==> config.mk <==
export PLATFORM = sky130hd
export DESIGN_NAME = save_state_seq_flat
export DESIGN_NICKNAME = d
export VERILOG_FILES = /design/src/rtl/f2_glue_pkg.sv /design/src/rtl/cpu_bus_if.sv /design/src/rtl/save_state_seq.sv /design/src/flat_wrapper.sv
export SDC_FILE = /design/constraint.sdc
export NUM_CORES = 1
export LEC_CHECK = 0
export BUFFER_PORTS_ARGS = -buffer_cell sky130_fd_sc_hd__buf_4
export CAP_MARGIN = 0
export CORE_ASPECT_RATIO = 1.5
export CORE_MARGIN = 2
export CORE_UTILIZATION = 51
export CTS_CLUSTER_DIAMETER = 100
export CTS_CLUSTER_SIZE = 16
export DETAILED_ROUTE_END_ITERATION = 16
export PLACE_DENSITY_LB_ADDON = 0.1
export SYNTH_ARGS = -nofsm -noshare
export SYNTH_HDL_FRONTEND = slang
export SYNTH_SLANG_ARGS = --single-unit
==> constraint.sdc <==
create_clock -name clk -period 7.2 [get_ports clk]
set_clock_uncertainty 0.1 [all_clocks]
set_input_delay 2.16 -clock clk [delete_from_list [all_inputs] [get_ports clk]]
set_output_delay 2.16 -clock clk [all_outputs]
set_load 0.02 [all_outputs]
==> src/rtl/f2_glue_pkg.sv <==
package f2_glue_pkg;

    localparam int ADDR_W = 23;
    localparam int DATA_W = 16;

    typedef enum logic [2:0] {
        REG_NONE,
        REG_WORK_RAM,
        REG_INPUTS,
        REG_SAVE_HANDLER,
        REG_RESET_VECTOR,
        REG_SAVE_VECTOR
    } region_t;

    // Byte addresses on the 68000 bus
    localparam logic [23:0] WORK_RAM_BASE   = 24'h100000;
    localparam logic [23:0] INPUTS_BASE     = 24'h300000;
    localparam logic [23:0] SS_HANDLER_BASE = 24'hff0000;
    localparam logic [23:0] SS_VECTOR_ADDR  = 24'h00007c;

    // Save handler machine code, fetched from SS_HANDLER_BASE
    localparam logic [15:0] SAVE_HANDLER [13] = '{
        16'h48e7, 16'hfffe, 16'h4e6e, 16'h2f0e,
        16'h4df9, 16'h00ff, 16'h0000, 16'h2c8f,
        16'h2c5f, 16'h4e66, 16'h4cdf, 16'h7fff,
        16'h4e73
    };

    typedef enum logic [3:0] {
        SST_IDLE,
        SST_START_SAVE,
        SST_WAIT_SAVE,
        SST_SAVE_SETTLE,
        SST_SAVE_PAUSED,
        SST_WAIT_HANDLER,
        SST_RESTORE_SETTLE,
        SST_WAIT_RESTORE,
        SST_HOLD_RESET,
        SST_WAIT_RESET
    } ss_state_t;

endpackage

==> src/rtl/cpu_bus_if.sv <==
`timescale 1ns/1ns

interface cpu_bus_if;

    logic [f2_glue_pkg::ADDR_W-1:0] addr;
    logic [1:0]                     ds_n;
    logic                           rw;
    logic                           as_n;
    logic [2:0]                     fc;
    logic [f2_glue_pkg::DATA_W-1:0] dout;

    modport decoder_mp (
        input addr,
        input as_n
    );

    modport sink_mp (
        input addr,
        input ds_n,
        input rw,
        input as_n,
        input fc,
        input dout
    );

endinterface

==> src/rtl/save_state_seq.sv <==
`timescale 1ns/1ns

module save_state_seq #(
    parameter int SETTLE_CYCLES = 64,
    parameter int HOLD_CYCLES   = 1000
) (
    input  logic                           clk,
    input  logic                           reset,
    cpu_bus_if.sink_mp                     bus,
    input  f2_glue_pkg::region_t           region,
    input  logic                           ss_do_save,
    input  logic                           ss_do_restore,
    input  logic                           ss_busy,
    input  logic [31:0]                    ss_restore_ssp,
    output logic [31:0]                    ss_saved_ssp,
    output logic                           ss_write,
    output logic                           ss_read,
    output logic                           pause,
    output logic                           cpu_reset,
    output logic                           override,
    output logic [f2_glue_pkg::DATA_W-1:0] reset_vector_hi,
    output logic [f2_glue_pkg::DATA_W-1:0] reset_vector_lo,
    output f2_glue_pkg::ss_state_t         ss_state
);

    f2_glue_pkg::ss_state_t state_next;
    logic [15:0]            counter;
    logic [23:0]            byte_addr;
    logic                   sup_word_wr;
    logic                   handler_fetch;

    assign byte_addr   = {bus.addr, 1'b0};
    assign sup_word_wr = !bus.as_n && bus.ds_n == 2'b00 && !bus.rw && bus.fc[2];
    assign handler_fetch = region == f2_glue_pkg::REG_SAVE_HANDLER && bus.rw &&
                           bus.fc == 3'b110 && bus.ds_n == 2'b00;

    always_comb begin
        state_next = ss_state;
        case (ss_state)
            f2_glue_pkg::SST_IDLE: begin
                if (ss_do_restore) begin
                    state_next = f2_glue_pkg::SST_RESTORE_SETTLE;
                end else if (ss_do_save) begin
                    state_next = f2_glue_pkg::SST_START_SAVE;
                end
            end
            // Handler pushes the stack pointer, high word first
            f2_glue_pkg::SST_START_SAVE: begin
                if (sup_word_wr && byte_addr == f2_glue_pkg::SS_HANDLER_BASE) begin
                    state_next = f2_glue_pkg::SST_WAIT_SAVE;
                end
            end
            f2_glue_pkg::SST_WAIT_SAVE: begin
                if (sup_word_wr && byte_addr == f2_glue_pkg::SS_HANDLER_BASE + 24'd2) begin
                    state_next = f2_glue_pkg::SST_SAVE_SETTLE;
                end
            end
            f2_glue_pkg::SST_SAVE_SETTLE: begin
                if (counter == 16'(SETTLE_CYCLES)) begin
                    state_next = f2_glue_pkg::SST_SAVE_PAUSED;
                end
            end
            f2_glue_pkg::SST_SAVE_PAUSED: begin
                if (!ss_busy && !ss_write) begin
                    state_next = f2_glue_pkg::SST_WAIT_HANDLER;
                end
            end
            f2_glue_pkg::SST_RESTORE_SETTLE: begin
                if (counter == 16'(SETTLE_CYCLES)) begin
                    state_next = f2_glue_pkg::SST_WAIT_RESTORE;
                end
            end
            f2_glue_pkg::SST_WAIT_RESTORE: begin
                if (!ss_busy && !ss_read) begin
                    state_next = f2_glue_pkg::SST_HOLD_RESET;
                end
            end
            f2_glue_pkg::SST_HOLD_RESET: begin
                if (counter == 16'(HOLD_CYCLES)) begin
                    state_next = f2_glue_pkg::SST_WAIT_RESET;
                end
            end
            f2_glue_pkg::SST_WAIT_HANDLER, f2_glue_pkg::SST_WAIT_RESET: begin
                if (handler_fetch) begin
                    state_next = f2_glue_pkg::SST_IDLE;
                end
            end
            default: state_next = f2_glue_pkg::SST_IDLE;
        endcase
    end

    ////////////////////////////////////////////////////
    // State, strobes and decoded outputs
    always_ff @(posedge clk) begin
        if (reset) begin
            ss_state  <= f2_glue_pkg::SST_IDLE;
            counter   <= 16'd0;
            ss_write  <= 1'b0;
            ss_read   <= 1'b0;
            pause     <= 1'b0;
            cpu_reset <= 1'b1;
            override  <= 1'b0;
        end else begin
            ss_state <= state_next;
            counter  <= (state_next != ss_state) ? 16'd0 : counter + 16'd1;
            if (ss_state == f2_glue_pkg::SST_SAVE_SETTLE &&
                state_next == f2_glue_pkg::SST_SAVE_PAUSED) begin
                ss_write <= 1'b1;
            end else if (ss_busy) begin
                ss_write <= 1'b0;
            end
            if (ss_state == f2_glue_pkg::SST_RESTORE_SETTLE &&
                state_next == f2_glue_pkg::SST_WAIT_RESTORE) begin
                ss_read <= 1'b1;
            end else if (ss_busy) begin
                ss_read <= 1'b0;
            end
            pause <= state_next inside {f2_glue_pkg::SST_SAVE_SETTLE,
                                        f2_glue_pkg::SST_SAVE_PAUSED,
                                        f2_glue_pkg::SST_WAIT_RESTORE};
            // CPU stays in reset until the new vector is in place
            cpu_reset <= state_next inside {f2_glue_pkg::SST_RESTORE_SETTLE,
                                            f2_glue_pkg::SST_WAIT_RESTORE,
                                            f2_glue_pkg::SST_HOLD_RESET};
            override <= state_next != f2_glue_pkg::SST_IDLE;
        end
    end

    always_ff @(posedge clk) begin
        if (ss_state == f2_glue_pkg::SST_START_SAVE &&
            state_next == f2_glue_pkg::SST_WAIT_SAVE) begin
            ss_saved_ssp[31:16] <= bus.dout;
        end
        if (ss_state == f2_glue_pkg::SST_WAIT_SAVE &&
            state_next == f2_glue_pkg::SST_SAVE_SETTLE) begin
            ss_saved_ssp[15:0] <= bus.dout;
        end
        if (ss_state == f2_glue_pkg::SST_WAIT_RESTORE &&
            state_next == f2_glue_pkg::SST_HOLD_RESET) begin
            reset_vector_hi <= ss_restore_ssp[31:16];
            reset_vector_lo <= ss_restore_ssp[15:0];
        end
    end

endmodule

==> src/flat_wrapper.sv <==
// flat-port wrapper written by rule: the top's interface ports become plain ports
module save_state_seq_flat 
#(
    parameter int SETTLE_CYCLES = 64,
    parameter int HOLD_CYCLES   = 1000
)
  (clk, reset, region, ss_do_save, ss_do_restore, ss_busy, ss_restore_ssp, ss_saved_ssp, ss_write, ss_read, pause, cpu_reset, override, reset_vector_hi, reset_vector_lo, ss_state, bus_addr, bus_ds_n, bus_rw, bus_as_n, bus_fc, bus_dout);
  cpu_bus_if bus_i ();
  input  logic clk;
  input  logic reset;
  input  f2_glue_pkg::region_t region;
  input  logic ss_do_save;
  input  logic ss_do_restore;
  input  logic ss_busy;
  input  logic [31:0] ss_restore_ssp;
  output logic [31:0] ss_saved_ssp;
  output logic ss_write;
  output logic ss_read;
  output logic pause;
  output logic cpu_reset;
  output logic override;
  output logic [f2_glue_pkg::DATA_W-1:0] reset_vector_hi;
  output logic [f2_glue_pkg::DATA_W-1:0] reset_vector_lo;
  output f2_glue_pkg::ss_state_t ss_state;
  input wire logic [$bits(bus_i.addr)-1:0] bus_addr;
  input wire logic [$bits(bus_i.ds_n)-1:0] bus_ds_n;
  input wire logic [$bits(bus_i.rw)-1:0] bus_rw;
  input wire logic [$bits(bus_i.as_n)-1:0] bus_as_n;
  input wire logic [$bits(bus_i.fc)-1:0] bus_fc;
  input wire logic [$bits(bus_i.dout)-1:0] bus_dout;
  assign bus_i.addr = bus_addr;
  assign bus_i.ds_n = bus_ds_n;
  assign bus_i.rw = bus_rw;
  assign bus_i.as_n = bus_as_n;
  assign bus_i.fc = bus_fc;
  assign bus_i.dout = bus_dout;
  save_state_seq #(.SETTLE_CYCLES(SETTLE_CYCLES), .HOLD_CYCLES(HOLD_CYCLES)) u_core (.clk(clk), .reset(reset), .bus(bus_i), .region(region), .ss_do_save(ss_do_save), .ss_do_restore(ss_do_restore), .ss_busy(ss_busy), .ss_restore_ssp(ss_restore_ssp), .ss_saved_ssp(ss_saved_ssp), .ss_write(ss_write), .ss_read(ss_read), .pause(pause), .cpu_reset(cpu_reset), .override(override), .reset_vector_hi(reset_vector_hi), .reset_vector_lo(reset_vector_lo), .ss_state(ss_state));
endmodule
==> impl.org, run 1 <==
** Critical path
- Critical path startpoint category :: input port
- Startpoint-to-endpoint class of the critical path :: in2reg
- STA classifies the critical path endpoint as a flop.
- Worst path arrival time :: 4.44 ns
- For the worst setup path, the data required time is 7.36 ns.
- Of all nets on the critical path, the largest fanout is 16.

** Route
- Dividing the detail-routed via count by the number of cells gives 5.47.
- Number of design rule violations left after detail routing :: 0
- DR vias :: 2706
- Detail Route Antenna Nets :: 0
- Summed over all layers, the routed wires come to 8.23 mm.
- For this block, the initial DRC count from the detailed router was 240.
- Routed wire length per instance :: 16.6 µm
- Iteration count of the initial detailed-routing pass :: 4

** Timing
- The number of hold-slack violations in the final timing report was 0.
- Timing would allow up to 234 MHz.
- Final Critical Period :: 4.28 ns
- Worst max-slew margin expressed relative to the limit :: 20.7%
- Fraction of the cycle the final worst path needs :: 59.4%
- Setup-violating endpoint count in the final report :: 0
- Setup repair after global routing left no endpoint under its margin.
- Final max-slew violation count :: 0
- Setup total negative slack on the finished layout was measured at 0 ns.
- At the pin with the least slew margin, the transition time is 1.19 ns.

** Pwr
- For this design the ratio of total power to cell area is 218 nW/µm².
- Net switching fraction of the power :: 26.6%
- Power Internal :: 0.802 mW
- Register share of total power :: 52.7%
- Logic gate share of total power :: 17.1%
- VDD sags by at most 0.173 mV.
- Leak pwr :: 1.94 nW
- Power comes to 1.09 mW.
- Share of total power in the clock network :: 30.2%
- In this run the power spent charging and discharging nets is 0.291 mW.

** Global routing
- Entering global routing, the biggest net connects 33 pins.
- Overflow left after global routing :: 0
- Number of global-route vias before repair :: 2653
- Routing usage on met3 :: 5.64%
- For this run, global-route usage on met1 was measured as 21.2%.
- Initial antenna violation count :: 0
- In the global route stage, met2 resource usage came out at 39.6%.
- Most Crowded Layer GR :: met2
- The first global-routing pass estimated 12.4 mm of wire.
- Overall track demand over capacity in global routing :: 21.4%

** Finish
- The net count of the finished layout is 500.
- In the final layout, flip-flops and latches occupy 2420 µm².
- FILL cells :: 491
- Of the cells placed in the final design, the portion with a size suffix greater than 1 is 48.4%.
- Antenna diodes :: 0
- Leaving out filler cells and counting taps, the final layout contains 495.
- Area of combinational cells with multiple inputs :: 1070 µm²
- From synthesis to final layout, the design area changed by 40.0%.

** Synth
- Counting flops with a built-in enable in the synthesized netlist gives 64.
- A synthesized cell averages 14.4 µm².
- Yosys printed 0 warnings.
- edfxtp_1 is the most common cell in the netlist.
- Of all flip-flops after synthesis, the portion carrying an async set or reset was 0%.
- Top-area cell type share of the netlist area :: 53.5%
- Count of distinct cell types in the synthesized netlist :: 56
- After synthesis the netlist holds a flip-flop and latch count of 89.
- Post-synthesis cell area :: 3590 µm²
- Main flop type after synthesis :: edfxtp_1
- List of most frequent post-synthesis cells :: 64 x edfxtp_1, 25 x dfxtp_1, 20 x nor2_1, 11 x a211oi_2
- Nets in the synthesized netlist :: 337
- Yosys attributes the largest share of cell area to edfxtp_1 54%, dfxtp_1 14%, a211oi_2 3.8%.
- Summed over all instances, the cell type with the most area after synthesis is edfxtp_1.
- For this run, the register share of the synthesized area comes to 67.5%.
- Post-synthesis instance total :: 249

** Die
- For this configuration, the core starts out at a cell density of 52.4%.
- # rows :: 37
- Total core area :: 6850 µm²
- Measured along the y axis, the die boundary spans 107 µm.
- From left edge to right edge, the die measures 72.5 µm.
- Top-level I/O count :: 159
- Total Die Area :: 7740 µm²

** Placement
- Placed wire-length estimate :: 6.31 mm
- Counting tap cells, the placed design contains a total of 479 instances.
- Port buffering added 158 buffers.
- GPL Wtd Cong :: 0.829

** Clock tree
- Sink Count :: 89
- CTS H-Tree Depth :: 3
- Hold bufs inserted after CTS :: 0
- Maximum clock path buffer count :: 2
- Inserted Clock Buffers :: 9
- Clock slew seen by the registers of the worst setup and hold paths :: 0.08 ns
- The number of setup buffers added after CTS is 0.
- TritonCTS clock tree :: yes
- The number of gates resized after CTS was 0.
- At the later pin of the worst-skew pair, clock insertion delay measures 0.36 ns.
- In this run the clock root is driven by a clkbuf_8.

** Min path
- The min-delay analysis places its worst path in the category reg2reg.

** Run
- Max-cap violations in this run came to 0.

** Run status
- Run status :: finished, final reports clean
-- per-layer routing --
layer / routed length, µm / part of all wire [%]
met1: 2710 / 33
met2: 4750 / 58
met3: 548 / 6.7
met4: 209 / 2.5
met5: 0 / 0
-- state kept, by name, summed over array words and instances, names as in the netlist --
register / count
u_core.counter: 16
u_core.cpu_reset: 1
u_core.override: 1
u_core.pause: 1
u_core.reset_vector_hi: 16
u_core.reset_vector_lo: 16
u_core.ss_read: 1
u_core.ss_saved_ssp: 32
u_core.ss_state: 4
u_core.ss_write: 1
-- logic make-up (layout without fill, tap and decap cells) --
kind of cell             after synthesis  after routing  synth area share, %
AND/OR/NAND/NOR                       83             83                 14.4
AO/OA/AOI/OAI                         39             39                 10.2
XOR/XNOR                              15             15                 3.66
buffers and inverters                 19            187                 2.96
multiplexers                           2              2                0.593
adder cells (fa/ha/maj)                2              2                0.697
flip-flops                            89             89                 67.5
-- worst paths after layout --
path         slack, ns  cells after the start         startpoint                 end
min reg2reg       0.36                      1  u_core.counter[0]   u_core.counter[0]
max reg2reg       4.16                      8  u_core.counter[0]  u_core.counter[14]
max               2.92                      7             bus_rw  u_core.counter[14]
min               0.36                      1  u_core.counter[0]   u_core.counter[0]
-- per-stage QoR --
step	hold slack (ns)	util, %	cell area [µm²]	setup slack, ns
floorplan	0.330	-	3590	2.55
global placement	0.355	70.5	4830	2.64
detailed placement	0.348	70.5	4830	2.55
CTS	0.361	73.4	5030	2.93
global route	0.376	73.4	5030	2.73
finish	0.359	73.4	5030	2.92
-- worst max-delay path: stages --
cell and delay (ns):
buf_4 0.11, nor4_1 0.29, nand4_1 0.27, nor3_1 0.25, o21ba_2 0.19, nand4_1 0.72
a211oi_2 0.45
-- cell usage in the layout (no fill, tap or decap), types with 2 or more instances in the layout --
master / Yosys / layout
and3_1: 3 / 3
nor2b_1: 2 / 2
buf_4: 3 / 160
a21oi_1: 6 / 6
dfxtp_1: 25 / 25
a211oi_1: 5 / 5
xnor2_1: 10 / 10
nor2_1: 20 / 20
nand4_1: 8 / 8
nand3_1: 10 / 10
nor3_1: 5 / 5
ha_1: 2 / 2
clkinv_4: 0 / 2
nor4b_1: 2 / 2
nor3b_1: 4 / 4
o21ai_0: 2 / 2
a211oi_2: 11 / 11
o211ai_1: 2 / 2
clkbuf_8: 0 / 9
edfxtp_1: 64 / 64
xor2_1: 5 / 5
and4_1: 3 / 3
inv_1: 10 / 10
nand2_1: 7 / 7
nor4b_2: 2 / 2
nor4_1: 4 / 4
-- area by class of cell --
cell class / count / share of cell area [%]
timing repair buffer: 160 / 23.9
clock buffer: 10 / 2.54
inverter: 11 / 0.821
tap: 78 / 1.94
sequential: 89 / 48.2
clock inverter: 6 / 1.34
multi-input combinational: 141 / 21.3
-- power by group through the flow --
stage	combinational [mW]	sequential, mW	clock [mW]
final	0.187	0.576	0.331
after global routing	0.201	0.578	0.360
after CTS	0.187	0.576	0.340
after detailed placement	0.187	0.587	0
after global placement	0.183	0.587	0
after floorplan	0.119	0.589	0
No activity file was read; power rests on OpenSTA's default activity.
==> run 2: changes to the inputs <==
--- a/config.mk
+++ b/config.mk
@@ -9,7 +9,7 @@
 export CAP_MARGIN = 0
 export CORE_ASPECT_RATIO = 1.5
 export CORE_MARGIN = 2
-export CORE_UTILIZATION = 51
+export CORE_UTILIZATION = 47
 export CTS_CLUSTER_DIAMETER = 100
 export CTS_CLUSTER_SIZE = 16
 export DETAILED_ROUTE_END_ITERATION = 16
==> constraint.sdc (replaced) <==
create_clock -name clk -period 4.4 [get_ports clk]
set_clock_uncertainty 0.1 [all_clocks]
set_input_delay 1.32 -clock clk [delete_from_list [all_inputs] [get_ports clk]]
set_output_delay 1.32 -clock clk [all_outputs]
set_load 0.02 [all_outputs]
==> run 2 against run 1 <==
Critical path depth is the same; worst hold slack better by 0.0081 ns; sequential share of layout area is 1.1 points lower; first-iteration DRC count is 13% higher; final area is 2.4% higher; die area is 8.1% higher; clock power rose by 110%; total power grew 78%; final cell count increased by 5.3%; core utilization down 4.8 points; combinational power up 66%; largest cell class unchanged; highest routed layer unchanged.
==> impl.org, run 2 (synthesis gave the netlist of run 1 again) <==
** Pwr
- The internal power of the cells totals 1.44 mW.
- In this run switching power makes up 26.2% of total power.
- Per report_power, the combinational group accounts for 15.9% of the total.
- Per report_power, the sequential group accounts for 48.4% of the total.
- In this run the power density over the cells is 379 nW/µm².
- Leak pwr :: 1.99 nW
- Peak supply drop :: 0.372 mV
- Share of total power in the clock network :: 35.7%
- Summed over all nets, the switching power comes to 0.510 mW.

** Die
- Horizontal extent of the die :: 75.4 µm
- Total Die Area :: 8370 µm²
- For this configuration, the core starts out at a cell density of 47.8%.
- # rows :: 39
- Vert. Die Dim :: 111 µm
- 159 I/O pins were placed.
- The region available for standard cell placement spans 7510 µm².

** Clock tree
- Setup Buffers After CTS :: 0
- CTS Root Cell :: clkbuf_16
- The tree built by TritonCTS fans out to 89 sinks.
- Source-to-sink clock delay at the later pin of the worst-skew pair :: 0.34 ns
- CTS H-Tree Depth :: 3
- The number of hold buffers added after CTS was 0.
- Clock tree synthesis inserted a total of 9 buffers.
- Clock slew seen by the registers of the worst setup and hold paths :: 0.06 ns
- Post_cts resized :: 0
- Maximum clock path buffer count :: 2
- TritonCTS built the clock tree.

** Timing
- Worst max-slew margin expressed relative to the limit :: 63.3%
- For the finished layout, the period the worst path requires is 3.08 ns.
- Setup violations remaining at the end of the flow were counted as 0.
- For the pin with the worst max-slew slack, the measured transition is 0.550 ns.
- Highest clock rate :: 325 MHz
- Worst hold margin :: 0.367 ns
- Dividing the final minimum period by the clock period gives 70.0%.
- Setup total negative slack on the finished layout was measured at 0 ns.
- Final hold vios :: 0
- Unrepaired setup endpoints after global routing :: false
- The max-slew violation count was 0.

** Route
- The routed layout has 2689 vias.
- The routed design has 8.67 mm of wire.
- Using the TritonRoute via totals, the vias-per-cell ratio works out to 5.16.
- Iteration count of the initial detailed-routing pass :: 4
- Iter 0 DRT Violations :: 270
- Routed wire length per instance :: 16.6 µm
- In the routed design, unresolved DRC markers number 0.
- Detail Route Antenna Nets :: 0

** Global routing
- Overall track demand over capacity in global routing :: 21.1%
- GRT met2 Usage :: 36.6%
- In the global route stage, met3 resource usage came out at 4.91%.
- Overflow left after global routing :: 0
- Initial antenna violation count :: 0
- Wire length of the first global-routing pass :: 12.8 mm
- Entering global routing, the biggest net connects 33 pins.
- The via count of the first global-routing pass came to 2689.
- Met1 capacity usage during global routing :: 21.7%
- Most Crowded Layer GR :: met2

** Critical path
- Counting cells, the worst reg-to-reg path comes to 8.
- For this run, the slowest stage of the critical path takes 0.43 ns.
- STA puts the critical path data arrival time at 3.18 ns.
- Critical path endpoint :: u_core.counter[9]
- Element type at the critical path end :: flop
- The worst register-to-register path has a setup slack of 1.84 ns.
- Slowest CP cell :: nor4_4
- Crit Reg-Reg Endpoint :: u_core.counter[9]
- The cell family contributing the most delay on the critical path is simple AND/OR/NAND/NOR gates.
- Traced cell by cell, the critical path runs through buf_4, nor4_1, nand4_1, nor4_4, o211ai_1, nand2_2, a211oi_1.
- Along the worst path, the maximum fanout reaches 15.
- The number of buffers and inverters on the critical path is 1.
- Source of the worst register-to-register timing path :: u_core.counter[0]
- The worst setup path is of the in2reg kind.
- Required @ worst endpoint :: 4.50 ns
- Tracing the worst setup path back leads to its startpoint at bus_rw.
- Critical path startpoint category :: input port
- In this run the number of cells on the critical path is 7.

** Finish
- The area growth from synthesis to layout is 43.5%.
- 0 antenna diodes ended up in the layout.
- Leaving out fill and tap cells, the most frequent cell in the layout is buf_4.
- Register cell area after layout :: 2420 µm²
- Excluding fillers, the count of instances in the completed layout stands at 521.
- Largest reg by FF count :: u_core.ss_saved_ssp
- The register with the most flip-flops in the layout has 32 of them.
- Post-layout net count :: 502
- Of the cells placed in the final design, the portion with a size suffix greater than 1 is 48.7%.
- Summed area of non-filler cells in the final layout :: 5150 µm²
- Area of combinational cells with multiple inputs :: 1070 µm²
- Leaving out fill and tap cells, the most frequent cells in the layout are 162 x buf_4, 64 x edfxtp_1, 25 x dfxtp_1.
- The layout has 572 filler cells.

** Placement
- GPL Wtd Cong :: 0.872
- Cell Area, Placed :: 4880 µm²
- Placed wire-length estimate :: 6.50 mm
- Port buffering added 158 buffers.
- Cell total after placement :: 505

** Min path
- Path class of the lowest-slack min-delay path :: reg2reg

** Run status
- Run status :: finished, final reports clean

** Run
- Max-cap viol count :: 0
==> run 2: changes by cell type in the layout (fill, tap and decap cells not counted) <==
cell	before	now
clkinv_4	2	3
buf_4	160	162
clkbuf_16	0	9
clkinvlp_4	1	0
bufinv_16	1	0
clkinv_2	0	1
clkbuf_8	9	0
==> run 2: cell type report <==
cell class              count  area share [%]
clock buffers              10            4.45
flip-flops and latches     89            47.0
inverters                  11           0.802
multi-input cells         141            20.8
repair buffers            162            23.6
clock inverters             6           0.850
well taps                 102            2.48
==> run 2: how the worst min path moves through the flow <==
| stage | start | to | cells past startpoint |
|---|---|---|---|
| 2_1_floorplan | u_core.counter[0] | u_core.counter[0] | 1 |
| 3_3_place_gp | u_core.counter[0] | u_core.counter[0] | 1 |
| 3_5_place_dp | u_core.counter[0] | u_core.counter[0] | 1 |
| 4_1_cts | u_core.counter[0] | u_core.counter[0] | 1 |
| 5_1_grt | u_core.counter[0] | u_core.counter[0] | 1 |
| 6_report | u_core.counter[0] | u_core.counter[0] | 1 |
==> run 2: worst register-to-register path, delay by kind of cell (launching register included) <==
family	cells	cell delay [ns]
adders and majority gates	1	0.21
DFF	1	0.37
and+or+nand+nor	4	0.99
AOI/OAI and AO/OA	2	0.71
buffers and inverters	1	0.08
==> run 2: metrics by stage <==
stage          power [mW]  util [%]  setup WS [ns]
3_5_place_dp         1.27      64.9          0.943
5_1_grt              2.03      68.5           1.11
3_3_place_gp         1.27      64.9           1.02
6_report             1.95      68.5           1.32
2_1_floorplan        1.16         -          0.588
4_1_cts              1.97      68.5           1.30
==> run 2: routing by layer <==
layer,routed length (µm),vias up
met5,0,-
met4,313,0
met3,587,19
met2,4660,129
met1,3110,1264
li1,-,1277
==> run 2: power groups by stage <==
| stage | clock network, mW | logic [mW] | registers (mW) |
|---|---|---|---|
| 2_1_floorplan | 0 | 0.194 | 0.964 |
| 3_3_place_gp | 0 | 0.304 | 0.962 |
| 3_5_place_dp | 0 | 0.309 | 0.962 |
| 4_1_cts | 0.713 | 0.311 | 0.944 |
| 5_1_grt | 0.742 | 0.336 | 0.947 |
| 6_report | 0.697 | 0.310 | 0.945 |
==> run 3: changes to the inputs <==
--- a/config.mk
+++ b/config.mk
@@ -9,7 +9,7 @@
 export CAP_MARGIN = 0
 export CORE_ASPECT_RATIO = 1.5
 export CORE_MARGIN = 2
-export CORE_UTILIZATION = 47
+export CORE_UTILIZATION = 42
 export CTS_CLUSTER_DIAMETER = 100
 export CTS_CLUSTER_SIZE = 16
 export DETAILED_ROUTE_END_ITERATION = 16
==> constraint.sdc (replaced) <==
create_clock -name clk -period 2.7 [get_ports clk]
set_clock_uncertainty 0.1 [all_clocks]
set_input_delay 0.81 -clock clk [delete_from_list [all_inputs] [get_ports clk]]
set_output_delay 0.81 -clock clk [all_outputs]
set_load 0.02 [all_outputs]
==> run 3 against run 2 <==
Clock-buffer cell count grew 1; register-to-register slack lost 1.5 ns; global-route usage shrank 3.0 points; via count grew 0.82%; routed wire length shrank 4.3%; sequential cell count is the same; clock power grew 71%; highest routed layer unchanged.
==> impl.org, run 3 (synthesis gave the netlist of run 1 again) <==
** Route
- Routed wire length per instance :: 15.4 µm
- Iter 0 DRT Violations :: 128
- After detailed routing, the number of remaining DRC violations is 0.
- In this run the remaining antenna-violating nets after routing total 0.
- Detailed routing inserted a total of 2711 vias.
- Post-detailed-routing wire length :: 8.29 mm
- The first TritonRoute pass finished after 5 iterations.
- Dividing the detail-routed via count by the number of cells gives 5.04.

** Clock tree
- Source-to-sink clock delay at the later pin of the worst-skew pair :: 0.33 ns
- Hold bufs inserted after CTS :: 0
- TritonCTS built the clock tree.
- The number of clock buffers added by TritonCTS is 9.
- Clock tree synthesis found a total of 89 sinks.
- CTS H-Tree Depth :: 3
- Post-CTS repair changed the size of 0 cells.
- Clock tree synthesis selected as its root buffer the cell clkbuf_16.
- Clock slew seen by the registers of the worst setup and hold paths :: 0.06 ns
- In this run the deepest clock path goes through 2 buffers.
- Setup Buffers After CTS :: 0

** Global routing
- After global routing the overflow that remains totals 0.
- Maximum number of pins on one net before global-route repair :: 33
- The initial antenna violation count is 0.
- Across every metal layer, demand over resource in global routing totals 18.1%.
- The first global-routing pass estimated 12.7 mm of wire.
- Number of global-route vias before repair :: 2548

** Timing
- Fraction of the cycle the final worst path needs :: 89.6%
- The worst path needs 2.42 ns of the cycle, external delays included.
- Setup repair after global routing left no endpoint under its margin.
- Final max-slew violation count :: 0
- Measured slew at the worst slew-check pin :: 0.514 ns
- Setup-violating endpoint count in the final report :: 0
- Worst hold margin :: 0.388 ns
- Setup TNS Final :: 0 ns
- Final hold vios :: 0
- Worst max-slew margin expressed relative to the limit :: 65.7%
- Based on the critical path, the design can be clocked at up to 413 MHz.

** Pwr
- Dividing total power by cell area gives a power density of 620 nW/µm².
- Summed over all cells, the static leakage comes to 2.09 nW.
- IR analysis of the VDD net gives a maximum drop of 0.542 mV.

** Die
- Measured along the x axis, the die boundary spans 79.5 µm.
- Initial Util :: 42.9%
- The region available for standard cell placement spans 8360 µm².
- Measured along the y axis, the die boundary spans 117 µm.
- Total Die Area :: 9320 µm²
- Top-level I/O count :: 159
- # rows :: 41

** Finish
- After the flow finishes, the layout carries non-filler instances totaling 538.
- The top cell types in the final layout, fill and taps aside, are 172 x buf_4, 64 x edfxtp_1, 25 x dfxtp_1.
- Layout cells sized above 1 :: 50.3%
- The register with the most flip-flops in the layout has 32 of them.
- The library cell used most frequently in the layout, excluding fill and tap cells, is buf_4.
- The net count of the finished layout is 514.
- From synthesis to final layout, the design area changed by 48.2%.
- Largest reg by FF count :: u_core.ss_saved_ssp
- Antenna diodes :: 0
- Final cell utilization of the core :: 63.6%
- Summed area of non-filler cells in the final layout :: 5320 µm²

** Run
- Max-cap violations in this run came to 0.

** Placement
- Cell Area, Placed :: 5030 µm²
- Placed wire-length estimate :: 6.33 mm
- In this run, placement finished with an instance count of 522.
- At the end of routability-driven placement, the weighted congestion stood at 0.946.
- IO buf count :: 158

** Critical path
- Worst path arrival time :: 2.56 ns
- STA classifies the critical path endpoint as a flop.
- The setup path with the least slack is of type in2reg.
- At the worst endpoint, the required time is 2.84 ns.
- The worst setup path is launched from an input port.
- Of all nets on the critical path, the largest fanout is 16.
- Source of the critical timing path :: bus_ds_n[1]
- The startpoint identified for the worst register-to-register timing path is u_core.counter[0].

** Min path
- In this run the most critical hold path is launched from u_core.counter[0].
- The min-delay analysis places its worst path in the category reg2reg.

** Run status
- The run finished with clean final reports.
## run 3: area by class of cell
type / instances / area, µm²
clock buffers: 11 / 233
clock inverters: 5 / 56.3
fillers: 675 / 3040
inverters: 11 / 41.3
multi-input cells: 141 / 1100
flip-flops and latches: 89 / 2420
well taps: 107 / 134
repair buffers: 174 / 1330
## run 3: path summary, 6_finish.rpt
kind         depth (start not counted)  slack [ns]           endpoint
min                                  1        0.39  u_core.counter[0]
min reg2reg                          1        0.39  u_core.counter[0]
max                                  9        0.28  u_core.counter[8]
max reg2reg                          8        0.30  u_core.counter[8]
## run 3: worst max-delay path: stages
cell and delay, ns:
buf_4 0.11, nor3b_1 0.22, buf_4 0.15, nand3_1 0.10, buf_4 0.18, nor3_4 0.16
o21ba_4 0.18, a31o_2 0.40, a211oi_1 0.24
## run 3: routing by layer
layer | part of all wire (%) | vias to the layer above | GRT usage (%)
li1 | - | 1304 | -
met1 | 36 | 1271 | 20.7
met2 | 53 | 124 | 31.7
met3 | 8.3 | 12 | 4.83
met4 | 1.9 | 0 | 7.82
met5 | 0 | - | 0
## run 3: per-stage QoR
step	setup slack (ns)	power, mW
floorplan	-0.216	1.90
global placement	-0.0969	2.14
detailed placement	-0.122	2.14
CTS	0.245	3.34
global route	0.102	3.44
finish	0.281	3.30
## run 3: where the power goes
part           total [mW]  internal [mW]  leakage [nW]  switching (mW)
combinational       0.572          0.278          1.17           0.294
clock                1.19          0.717         0.142           0.468
sequential           1.54           1.49         0.778          0.0460
